==> src/source/fpAdder_defines.svh <==
//Single-precision format constants shared by the FP adder pipeline
`ifndef FPADDER_DEFINES_SVH
`define FPADDER_DEFINES_SVH

//Word and field widths
`define FP_WIDTH     32
`define FP_EXP_WIDTH 8
`define FP_MAN_WIDTH 23

//Exponent bias and the all-ones exponent reserved for inf and NaN
`define FP_BIAS      127
`define FP_EXP_MAX   (2 * `FP_BIAS + 1)

//Canonical quiet NaN returned for every invalid operation
`define FP_QNAN      32'h7FC0_0000

`endif
==> src/source/fpAdderPkg.sv <==
//Operation and class enums and stage structs shared by the FP adder stages
`include "fpAdder_defines.svh"

package fpAdderPkg;

    typedef enum logic {
        opAdd = 1'b0,
        opSub = 1'b1
    } fpOp_e;

    typedef enum logic [2:0] {
        classZero   = 3'd0,
        classSub    = 3'd1,
        classNormal = 3'd2,
        classInf    = 3'd3,
        classNaN    = 3'd4
    } fpClass_e;

    //Top-level request with a one-cycle valid strobe
    typedef struct packed {
        logic                 valid;
        fpOp_e                op;
        logic [`FP_WIDTH-1:0] a;
        logic [`FP_WIDTH-1:0] b;
    } fpRequest_t;

    typedef struct packed {
        logic                     sign;
        logic [`FP_EXP_WIDTH-1:0] exponent;
        logic [`FP_MAN_WIDTH-1:0] mantissa;
        fpClass_e                 fpClass;
    } fpOperand_t;

    typedef struct packed {
        logic invalid;
        logic overflow;
        logic inexact;
    } fpFlags_t;

    //B sign already flipped for subtraction
    typedef struct packed {
        logic       valid;
        fpOperand_t a;
        fpOperand_t b;
    } fpUnpacked_t;

    //Mantissas are hidden bit, fraction, guard, round, sticky
    typedef struct packed {
        logic                     valid;
        logic                     resultSign;
        logic [`FP_EXP_WIDTH-1:0] exponent;
        logic [`FP_MAN_WIDTH+3:0] bigMant;
        logic [`FP_MAN_WIDTH+3:0] smallMant;
        logic                     effSub;
        logic                     special;
        logic [`FP_WIDTH-1:0]     specialWord;
        fpFlags_t                 specialFlags;
    } fpAligned_t;

    typedef struct packed {
        logic                     valid;
        logic                     sign;
        logic [`FP_EXP_WIDTH-1:0] exponent;
        logic [`FP_MAN_WIDTH+4:0] sum;
        logic                     special;
        logic [`FP_WIDTH-1:0]     specialWord;
        fpFlags_t                 specialFlags;
    } fpSum_t;

    typedef struct packed {
        logic                 valid;
        logic [`FP_WIDTH-1:0] result;
        fpFlags_t             flags;
    } fpResult_t;

endpackage

==> src/source/fpAdder.sv <==
//Four-stage pipelined single-precision adder and subtractor
`timescale 1ns/1ps

module fpAdder
(
    input  logic                   clock,
    input  logic                   reset,
    input  fpAdderPkg::fpRequest_t request,
    output fpAdderPkg::fpResult_t  response
);

    fpAdderPkg::fpUnpacked_t unpacked;
    fpAdderPkg::fpAligned_t  aligned;
    fpAdderPkg::fpSum_t      sum;

    fpUnpack unpack_i
    (
        .clock    (clock),
        .reset    (reset),
        .request  (request),
        .unpacked (unpacked)
    );

    fpAlign align_i
    (
        .clock    (clock),
        .reset    (reset),
        .unpacked (unpacked),
        .aligned  (aligned)
    );

    fpMantissaAdd mantissaAdd_i
    (
        .clock   (clock),
        .reset   (reset),
        .aligned (aligned),
        .sum     (sum)
    );

    fpNormalizeRound normalizeRound_i
    (
        .clock    (clock),
        .reset    (reset),
        .sum      (sum),
        .response (response)
    );

endmodule

==> src/source/fpNormalizeRound.sv <==
//FP adder stage 4 that normalizes, rounds to nearest even and packs the result
`timescale 1ns/1ps
`include "fpAdder_defines.svh"

module fpNormalizeRound
(
    input  logic                  clock,
    input  logic                  reset,
    input  fpAdderPkg::fpSum_t    sum,
    output fpAdderPkg::fpResult_t response
);

    logic [4:0]               leadZeros;
    logic [`FP_EXP_WIDTH-1:0] shiftLimit, shiftAmt;
    logic [`FP_MAN_WIDTH+3:0] normMant;
    logic [`FP_EXP_WIDTH:0]   normExp, finalExp;
    logic                     roundUp;
    logic [`FP_MAN_WIDTH+1:0] rounded;
    logic [`FP_MAN_WIDTH-1:0] fraction;
    logic                     hidden, overflow, inexact;
    logic [`FP_WIDTH-1:0]     resultWord;
    fpAdderPkg::fpFlags_t     resultFlags;

    //Leading zeros below the carry bit
    function automatic logic [4:0] countLeadingZeros(input logic [`FP_MAN_WIDTH+3:0] value);
        logic [4:0] count;
        logic       found;
        count = 5'd0;
        found = 1'b0;
        for (int i = `FP_MAN_WIDTH + 3; i >= 0; i--)
        begin
            if (!found && !value[i])
                count = count + 5'd1;
            else
                found = 1'b1;
        end
        return count;
    endfunction

    assign leadZeros = countLeadingZeros(sum.sum[`FP_MAN_WIDTH+3:0]);

    //Left shift stops at exponent 1 and leaves a subnormal
    assign shiftLimit = sum.exponent - `FP_EXP_WIDTH'(1);
    assign shiftAmt   = ({{(`FP_EXP_WIDTH-5){1'b0}}, leadZeros} > shiftLimit)
                        ? shiftLimit : {{(`FP_EXP_WIDTH-5){1'b0}}, leadZeros};

    always_comb
    begin
        if (sum.sum[`FP_MAN_WIDTH+4])
        begin
            //Carry out shifts right and keeps sticky
            normMant = {sum.sum[`FP_MAN_WIDTH+4:2], |sum.sum[1:0]};
            normExp  = {1'b0, sum.exponent} + 9'd1;
        end
        else
        begin
            normMant = sum.sum[`FP_MAN_WIDTH+3:0] << shiftAmt;
            normExp  = {1'b0, sum.exponent} - {1'b0, shiftAmt};
        end
    end

    //Nearest even on guard, round and sticky
    assign roundUp  = normMant[2] & (normMant[1] | normMant[0] | normMant[3]);
    assign rounded  = {1'b0, normMant[`FP_MAN_WIDTH+3:3]}
                      + {{(`FP_MAN_WIDTH+1){1'b0}}, roundUp};
    assign finalExp = normExp + {{`FP_EXP_WIDTH{1'b0}}, rounded[`FP_MAN_WIDTH+1]};
    assign hidden   = rounded[`FP_MAN_WIDTH+1] | rounded[`FP_MAN_WIDTH];
    assign fraction = rounded[`FP_MAN_WIDTH+1] ? rounded[`FP_MAN_WIDTH:1]
                                               : rounded[`FP_MAN_WIDTH-1:0];
    assign inexact  = |normMant[2:0];
    assign overflow = hidden && (finalExp >= `FP_EXP_MAX);

    always_comb
    begin
        if (sum.special)
        begin
            resultWord  = sum.specialWord;
            resultFlags = sum.specialFlags;
        end
        else if (overflow)
        begin
            resultWord  = {sum.sign, {`FP_EXP_WIDTH{1'b1}}, {`FP_MAN_WIDTH{1'b0}}};
            resultFlags = '{invalid: 1'b0, overflow: 1'b1, inexact: 1'b1};
        end
        else
        begin
            //No hidden bit means a subnormal or zero with exponent field 0
            resultWord  = {sum.sign,
                           hidden ? finalExp[`FP_EXP_WIDTH-1:0] : {`FP_EXP_WIDTH{1'b0}},
                           fraction};
            resultFlags = '{invalid: 1'b0, overflow: 1'b0, inexact: inexact};
        end
    end

    always_ff @(posedge clock)
    begin
        if (reset)
            response.valid <= 1'b0;
        else
            response.valid <= sum.valid;
        response.result <= resultWord;
        response.flags  <= resultFlags;
    end

    //Invalid and overflow come from disjoint paths
    roundFlagsExclusive: assert property (@(posedge clock) disable iff (reset)
        response.valid |-> !(response.flags.invalid && response.flags.overflow));

endmodule

==> src/source/fpMantissaAdd.sv <==
//FP adder stage 3 that adds or subtracts the aligned mantissas
`timescale 1ns/1ps
`include "fpAdder_defines.svh"

module fpMantissaAdd
(
    input  logic                   clock,
    input  logic                   reset,
    input  fpAdderPkg::fpAligned_t aligned,
    output fpAdderPkg::fpSum_t     sum
);

    logic [`FP_MAN_WIDTH+4:0] total;
    logic                     sumSign;

    //Ordering keeps the difference non-negative
    always_comb
    begin
        if (aligned.effSub)
            total = {1'b0, aligned.bigMant} - {1'b0, aligned.smallMant};
        else
            total = {1'b0, aligned.bigMant} + {1'b0, aligned.smallMant};
    end

    //Exact cancellation yields +0 under round to nearest
    assign sumSign = (aligned.effSub && total == '0) ? 1'b0 : aligned.resultSign;

    always_ff @(posedge clock)
    begin
        if (reset)
            sum.valid <= 1'b0;
        else
            sum.valid <= aligned.valid;
        sum.sign         <= sumSign;
        sum.exponent     <= aligned.exponent;
        sum.sum          <= total;
        sum.special      <= aligned.special;
        sum.specialWord  <= aligned.specialWord;
        sum.specialFlags <= aligned.specialFlags;
    end

endmodule

==> src/source/fpAlign.sv <==
//FP adder stage 2 that detects special cases, orders operands and aligns exponents
`timescale 1ns/1ps
`include "fpAdder_defines.svh"

module fpAlign
(
    input  logic                    clock,
    input  logic                    reset,
    input  fpAdderPkg::fpUnpacked_t unpacked,
    output fpAdderPkg::fpAligned_t  aligned
);

    logic                         aNaN, bNaN, aInf, bInf, aZero, bZero;
    logic                         aNormal, bNormal, swapOps, bigSign;
    logic [`FP_EXP_WIDTH-1:0]     expA, expB, bigExp, smallExp, expDiff;
    logic [`FP_MAN_WIDTH:0]       manA, manB, bigMan, smallMan;
    logic [4:0]                   shiftAmt;
    logic [2*`FP_MAN_WIDTH+7:0]   shiftWide;
    logic [`FP_MAN_WIDTH+3:0]     smallAligned;
    logic                         special;
    logic [`FP_WIDTH-1:0]         specialWord;
    fpAdderPkg::fpFlags_t         specialFlags;

    assign aNaN    = (unpacked.a.fpClass == fpAdderPkg::classNaN);
    assign bNaN    = (unpacked.b.fpClass == fpAdderPkg::classNaN);
    assign aInf    = (unpacked.a.fpClass == fpAdderPkg::classInf);
    assign bInf    = (unpacked.b.fpClass == fpAdderPkg::classInf);
    assign aZero   = (unpacked.a.fpClass == fpAdderPkg::classZero);
    assign bZero   = (unpacked.b.fpClass == fpAdderPkg::classZero);
    assign aNormal = (unpacked.a.fpClass == fpAdderPkg::classNormal);
    assign bNormal = (unpacked.b.fpClass == fpAdderPkg::classNormal);

    //Special results bypass the datapath
    always_comb
    begin
        special      = 1'b1;
        specialWord  = `FP_QNAN;
        specialFlags = '0;
        if (aNaN || bNaN || (aInf && bInf && (unpacked.a.sign != unpacked.b.sign)))
            specialFlags.invalid = 1'b1;
        else if (aInf)
            specialWord = {unpacked.a.sign, {`FP_EXP_WIDTH{1'b1}}, {`FP_MAN_WIDTH{1'b0}}};
        else if (bInf)
            specialWord = {unpacked.b.sign, {`FP_EXP_WIDTH{1'b1}}, {`FP_MAN_WIDTH{1'b0}}};
        else if (aZero && bZero)
            specialWord = {unpacked.a.sign & unpacked.b.sign, {(`FP_WIDTH-1){1'b0}}};
        else
            special = 1'b0;
    end

    //Subnormals get hidden bit 0 and exponent 1
    assign manA = {aNormal, unpacked.a.mantissa};
    assign manB = {bNormal, unpacked.b.mantissa};
    assign expA = aNormal ? unpacked.a.exponent : `FP_EXP_WIDTH'(1);
    assign expB = bNormal ? unpacked.b.exponent : `FP_EXP_WIDTH'(1);

    //Larger magnitude goes first
    assign swapOps  = {expB, manB} > {expA, manA};
    assign bigExp   = swapOps ? expB : expA;
    assign smallExp = swapOps ? expA : expB;
    assign bigMan   = swapOps ? manB : manA;
    assign smallMan = swapOps ? manA : manB;
    assign bigSign  = swapOps ? unpacked.b.sign : unpacked.a.sign;

    //Shift capped at the full mantissa width with lost bits folded into sticky
    assign expDiff      = bigExp - smallExp;
    assign shiftAmt     = (expDiff > `FP_MAN_WIDTH + 4) ? 5'(`FP_MAN_WIDTH + 4) : expDiff[4:0];
    assign shiftWide    = {smallMan, 3'b000, {(`FP_MAN_WIDTH+4){1'b0}}} >> shiftAmt;
    assign smallAligned = {shiftWide[2*`FP_MAN_WIDTH+7:`FP_MAN_WIDTH+5],
                           shiftWide[`FP_MAN_WIDTH+4] | (|shiftWide[`FP_MAN_WIDTH+3:0])};

    always_ff @(posedge clock)
    begin
        if (reset)
            aligned.valid <= 1'b0;
        else
            aligned.valid <= unpacked.valid;
        aligned.resultSign   <= bigSign;
        aligned.exponent     <= bigExp;
        aligned.bigMant      <= special ? '0 : {bigMan, 3'b000};
        aligned.smallMant    <= special ? '0 : smallAligned;
        aligned.effSub       <= unpacked.a.sign ^ unpacked.b.sign;
        aligned.special      <= special;
        aligned.specialWord  <= specialWord;
        aligned.specialFlags <= specialFlags;
    end

    //Ordering and alignment keep the next stage's difference non-negative
    alignOrdered: assert property (@(posedge clock) disable iff (reset)
        aligned.valid && !aligned.special |-> aligned.bigMant >= aligned.smallMant);

endmodule

==> src/source/fpUnpack.sv <==
//FP adder stage 1 that splits both operands into fields and classifies them
`timescale 1ns/1ps
`include "fpAdder_defines.svh"

module fpUnpack
(
    input  logic                    clock,
    input  logic                    reset,
    input  fpAdderPkg::fpRequest_t  request,
    output fpAdderPkg::fpUnpacked_t unpacked
);

    fpAdderPkg::fpOperand_t operandA;
    fpAdderPkg::fpOperand_t operandB;
    logic                   flipB;

    //Field split and class for one word
    function automatic fpAdderPkg::fpOperand_t unpackWord(
        input logic [`FP_WIDTH-1:0] word,
        input logic                 invertSign
    );
        fpAdderPkg::fpOperand_t operand;
        operand.sign     = word[`FP_WIDTH-1] ^ invertSign;
        operand.exponent = word[`FP_WIDTH-2 -: `FP_EXP_WIDTH];
        operand.mantissa = word[`FP_MAN_WIDTH-1:0];
        if (operand.exponent == '0)
            operand.fpClass = (operand.mantissa == '0) ? fpAdderPkg::classZero
                                                       : fpAdderPkg::classSub;
        else if (operand.exponent == `FP_EXP_MAX)
            operand.fpClass = (operand.mantissa == '0) ? fpAdderPkg::classInf
                                                       : fpAdderPkg::classNaN;
        else
            operand.fpClass = fpAdderPkg::classNormal;
        return operand;
    endfunction

    //Subtraction becomes addition of a negated B
    assign flipB    = (request.op == fpAdderPkg::opSub);
    assign operandA = unpackWord(request.a, 1'b0);
    assign operandB = unpackWord(request.b, flipB);

    always_ff @(posedge clock)
    begin
        if (reset)
            unpacked.valid <= 1'b0;
        else
            unpacked.valid <= request.valid;
        unpacked.a <= operandA;
        unpacked.b <= operandB;
    end

    //Stage latency of exactly one cycle once out of reset
    unpackLatency: assert property (@(posedge clock) disable iff (reset)
        !$past(reset) |-> unpacked.valid == $past(request.valid));

endmodule

==> config.mk <==
export PLATFORM = sky130hd
export DESIGN_NAME = fpAdder
export DESIGN_NICKNAME = d
export VERILOG_FILES = /design/src/source/fpAdderPkg.sv /design/src/source/fpAdder.sv /design/src/source/fpNormalizeRound.sv /design/src/source/fpMantissaAdd.sv /design/src/source/fpAlign.sv /design/src/source/fpUnpack.sv
export VERILOG_INCLUDE_DIRS = /design/src /design/src/source
export SDC_FILE = /design/constraint.sdc
export NUM_CORES = 1
export LEC_CHECK = 0
export BUFFER_PORTS_ARGS = -buffer_cell sky130_fd_sc_hd__clkbuf_2
export CAP_MARGIN = 20
export CORE_UTILIZATION = 35
export DETAILED_ROUTE_END_ITERATION = 7
export GPL_ROUTABILITY_DRIVEN = 0
export PLACE_DENSITY = 0.57
export SLEW_MARGIN = 10
export SYNTH_ARGS = -nofsm -noshare
export SYNTH_HDL_FRONTEND = slang
export SYNTH_SLANG_ARGS = --single-unit
==> constraint.sdc <==
create_clock -name clock -period 21.1 [get_ports clock]
set_input_delay 1.055 -clock clock [delete_from_list [all_inputs] [get_ports clock]]
set_output_delay 1.055 -clock clock [all_outputs]
set_load 0.1 [all_outputs]
==> flow_summary.yaml <==
grt:
  antenna_found_initial: 0
  grt_overflow_total: 0
  grt_start_max_net_pins: 70
  grt_pass1_wl_um: 81000
  grt_usage: 0.201
  grt_pass1_vias: 15200
floorplan:
  die_h_um: 221
  pin_count: 104
  fp.dieW_um: 221
  die_area_um2: 48900
  start_util: 0.358
  coreArea_um2: 47000
  rows: 79
routing:
  vias_per_cell: 5.66
  drtAntennaViolNets: 0
  firstDrtPassIters: 6
  routed_wl_um: 50800
  dr.first_iter.drc_count: 1311
  avgRoutedWirePerCell_um: 17.8
  num_vias: 16100
  drc: 0
place:
  placedInstanceArea_um2: 17800
  dp_hpwl_um: 40200
  numPortBuffers: 103
  dpl.cell_count: 2802
  dp_slack_ps: 2800
synth:
  post-synth-top-count-cell: "nand2_1"
  ys_warn_count: 0
  seq_area_frac_synth: 0.258
  synth-edff-count: 0
  synth.top_cell.area_share: 0.258
  netlist_instances: 2183
  synthTopCellsByArea: "dfxtp_1 (26%), ha_1 (9.4%), nand2_1 (6.0%), a21oi_1 (6.0%), mux2i_1 (5.2%)"
  yosysUniqueCellTypes: 93
  synth_flop_cell: "dfxtp_1"
  synth_common_cells: "nand2_1 (267), dfxtp_1 (217), a21oi_1 (200), nor2_1 (190), ha_1 (126)"
  syn_nets: 2379
  ys_ff_latch: 217
  avgSynthCellArea_um2: 7.70
  ys_async_sr_fraction: 0
  syn_area_um2: 16800
  synth_area_leader_cell: "dfxtp_1"
layout:
  insertedDiodeCount: 0
  stdcell_count: 2848
  drive_above_1_share: 0.104
  finish.instance_area_um2: 18600
  nNetsFinal: 2419
  area_growth_syn_to_layout_pct: 10.8
worst_setup_path:
  end_kind: "flip-flop"
  reg2reg_setup_slack_ps: 2490
  critical_path_class: "flip-flop to flip-flop"
  cp_slowest_cell: "or4_1"
  timing.rr.end: "normalizeRound_i.response[25]"
  arrival_ps: 19030
  critPathMaxFanout: 20
  crit_top_cell: "ha_1"
  crit_path_start_kind: "flip-flop"
  slowest_delay_ps: 780
  timing.rr.start: "mantissaAdd_i.sum[60]"
  reg2regPathDepth: 75
  cp.required_ps: 21530
  cp-startpoint: "mantissaAdd_i.sum[60]"
clocking:
  cts-root-buf: "clkbuf_16"
  cts_tree: "yes"
  post-cts-setup-buffer-count: 0
  cts_resized: 0
  h-tree-depth: 1
  cts_max_path_buffers: 3
  clk_latency_ps: 550
  cts_made_buffers: 25
  path_clk_slew_ps: 60
  hold_buffers: 0
  clock_sinks: 217
timing:
  fin_crit_ps: 18610
  fmax_ghz: 0.0537
  drv_slew: 0
  fin_ws_ps: 2490
  period_share: 0.882
  hold_violations: 0
  fin_setup_tns_ps: 0
  hold_ws_ps: 326
  max-slew-margin-rel: 0.282
  tightest_slew_ps: 1080
  rsz0062_at_grt: "no"
  fin_skew_ps: 9.98
  finalSetupViolCount: 0
worst_hold_path:
  hold_path_class: "flip-flop to flip-flop"
  worstHoldStart: "align_i.aligned[2]"
  worstHoldPathCells: 0
  min_to: "mantissaAdd_i.sum[2]"
job:
  cap_viol_max_count: 0
pwr:
  p_leak_nw: 7.95
  ir_drop_mv: 0.0721
  p_per_area_nw_per_um2: 140
outcome:
  outcome: "completed"
-- cell usage in the layout, fill, tap and decap left out, types with 10 or more instances in the layout --
cell	n
o21a_1	25
o22ai_1	13
xor2_1	34
o221ai_1	11
nand3_1	31
nand2_1	267
nand2b_1	15
nor4_1	29
nor2b_1	35
nand4_1	28
mux2i_1	88
buf_4	12
a21oi_1	200
clkbuf_16	25
or2_2	26
a221oi_1	12
o21ai_0	86
a21boi_0	16
mux2_2	16
dfxtp_1	217
and2_1	35
a22oi_1	23
a211oi_1	36
clkbuf_2	103
a21o_1	15
ha_1	126
nor2_1	189
and3_1	29
o21bai_1	31
inv_1	112
or3_1	15
a31oi_1	17
or4_1	10
o31ai_1	14
o211ai_1	15
nor3_1	59
xnor2_1	75
-- through the flow --
step,power (mW),utilization
2_1_floorplan,1.80,-
3_3_place_gp,2.14,0.379
3_5_place_dp,2.16,0.379
4_1_cts,2.61,0.397
5_1_grt,2.80,0.397
6_report,2.62,0.397
-- worst max path at each step --
| stage | cells past startpoint | slack [ps] | end |
|---|---|---|---|
| after floorplan | 77 | 5240 | normalizeRound_i.response[21] |
| after detailed placement | 75 | 2800 | normalizeRound_i.response[24] |
| after global placement | 75 | 3430 | normalizeRound_i.response[25] |
| after CTS | 75 | 2740 | normalizeRound_i.response[24] |
| final | 75 | 2490 | normalizeRound_i.response[25] |
| after global routing | 76 | 1230 | normalizeRound_i.response[24] |
-- layer usage --
metal | vias to the layer above | part of all wire | track usage | wire (um)
li1 | 7929 | - | - | -
met5 | - | 0 | 0 | 0
met2 | 561 | 0.46 | 0.346 | 23600
met3 | 148 | 0.058 | 0.0280 | 2930
met1 | 7475 | 0.43 | 0.252 | 22100
met4 | 0 | 0.043 | 0.0812 | 2200
-- logic make-up (layout without fill, tap and decap cells) --
kind of cell | after synthesis | in the layout | share of synthesized area
fa+ha+maj | 133 | 133 | 0.0991
mux | 108 | 108 | 0.0668
simple gates | 810 | 810 | 0.234
compound gates | 582 | 582 | 0.225
xor+xnor | 116 | 116 | 0.0668
buf+inv | 217 | 275 | 0.0498
flops | 217 | 217 | 0.258
-- area by class of cell --
class	instances	area, um^2
Inverter	114	428
Timing Repair Buffer	116	617
Multi-Input combinational cell	1749	11600
Clock inverter	13	151
Clock buffer	32	692
Tap cell	607	759
Sequential cell	217	4340
Fill cell	4859	28300
-- sequential cells by signal (all words and copies together), names as in the netlist --
name and count:
align_i.aligned 67, unpack_i.unpacked 71, mantissaAdd_i.sum 43, normalizeRound_i.response 36
-- report_power, final --
| part | switching (mW) | leakage (nW) | internal [mW] | total, mW |
|---|---|---|---|---|
| registers | 0.124 | 1.81 | 0.501 | 0.626 |
| logic | 1.03 | 5.73 | 0.526 | 1.56 |
| clock network | 0.178 | 0.409 | 0.259 | 0.437 |
| total | 1.33 | 7.95 | 1.29 | 2.62 |
-- critical path, delay by kind of cell (launching register included) --
| kind | cells | cell delay [ps] |
|---|---|---|
| xor gates and xnor gates | 5 | 1390 |
| buffers and inverters | 2 | 380 |
| muxes | 9 | 2040 |
| DFF | 1 | 400 |
| adders and majority gates | 13 | 3860 |
| AOI/OAI and AO/OA | 28 | 5900 |
| and+or+nand+nor | 18 | 4500 |
Power figures use the tool's default switching activity.
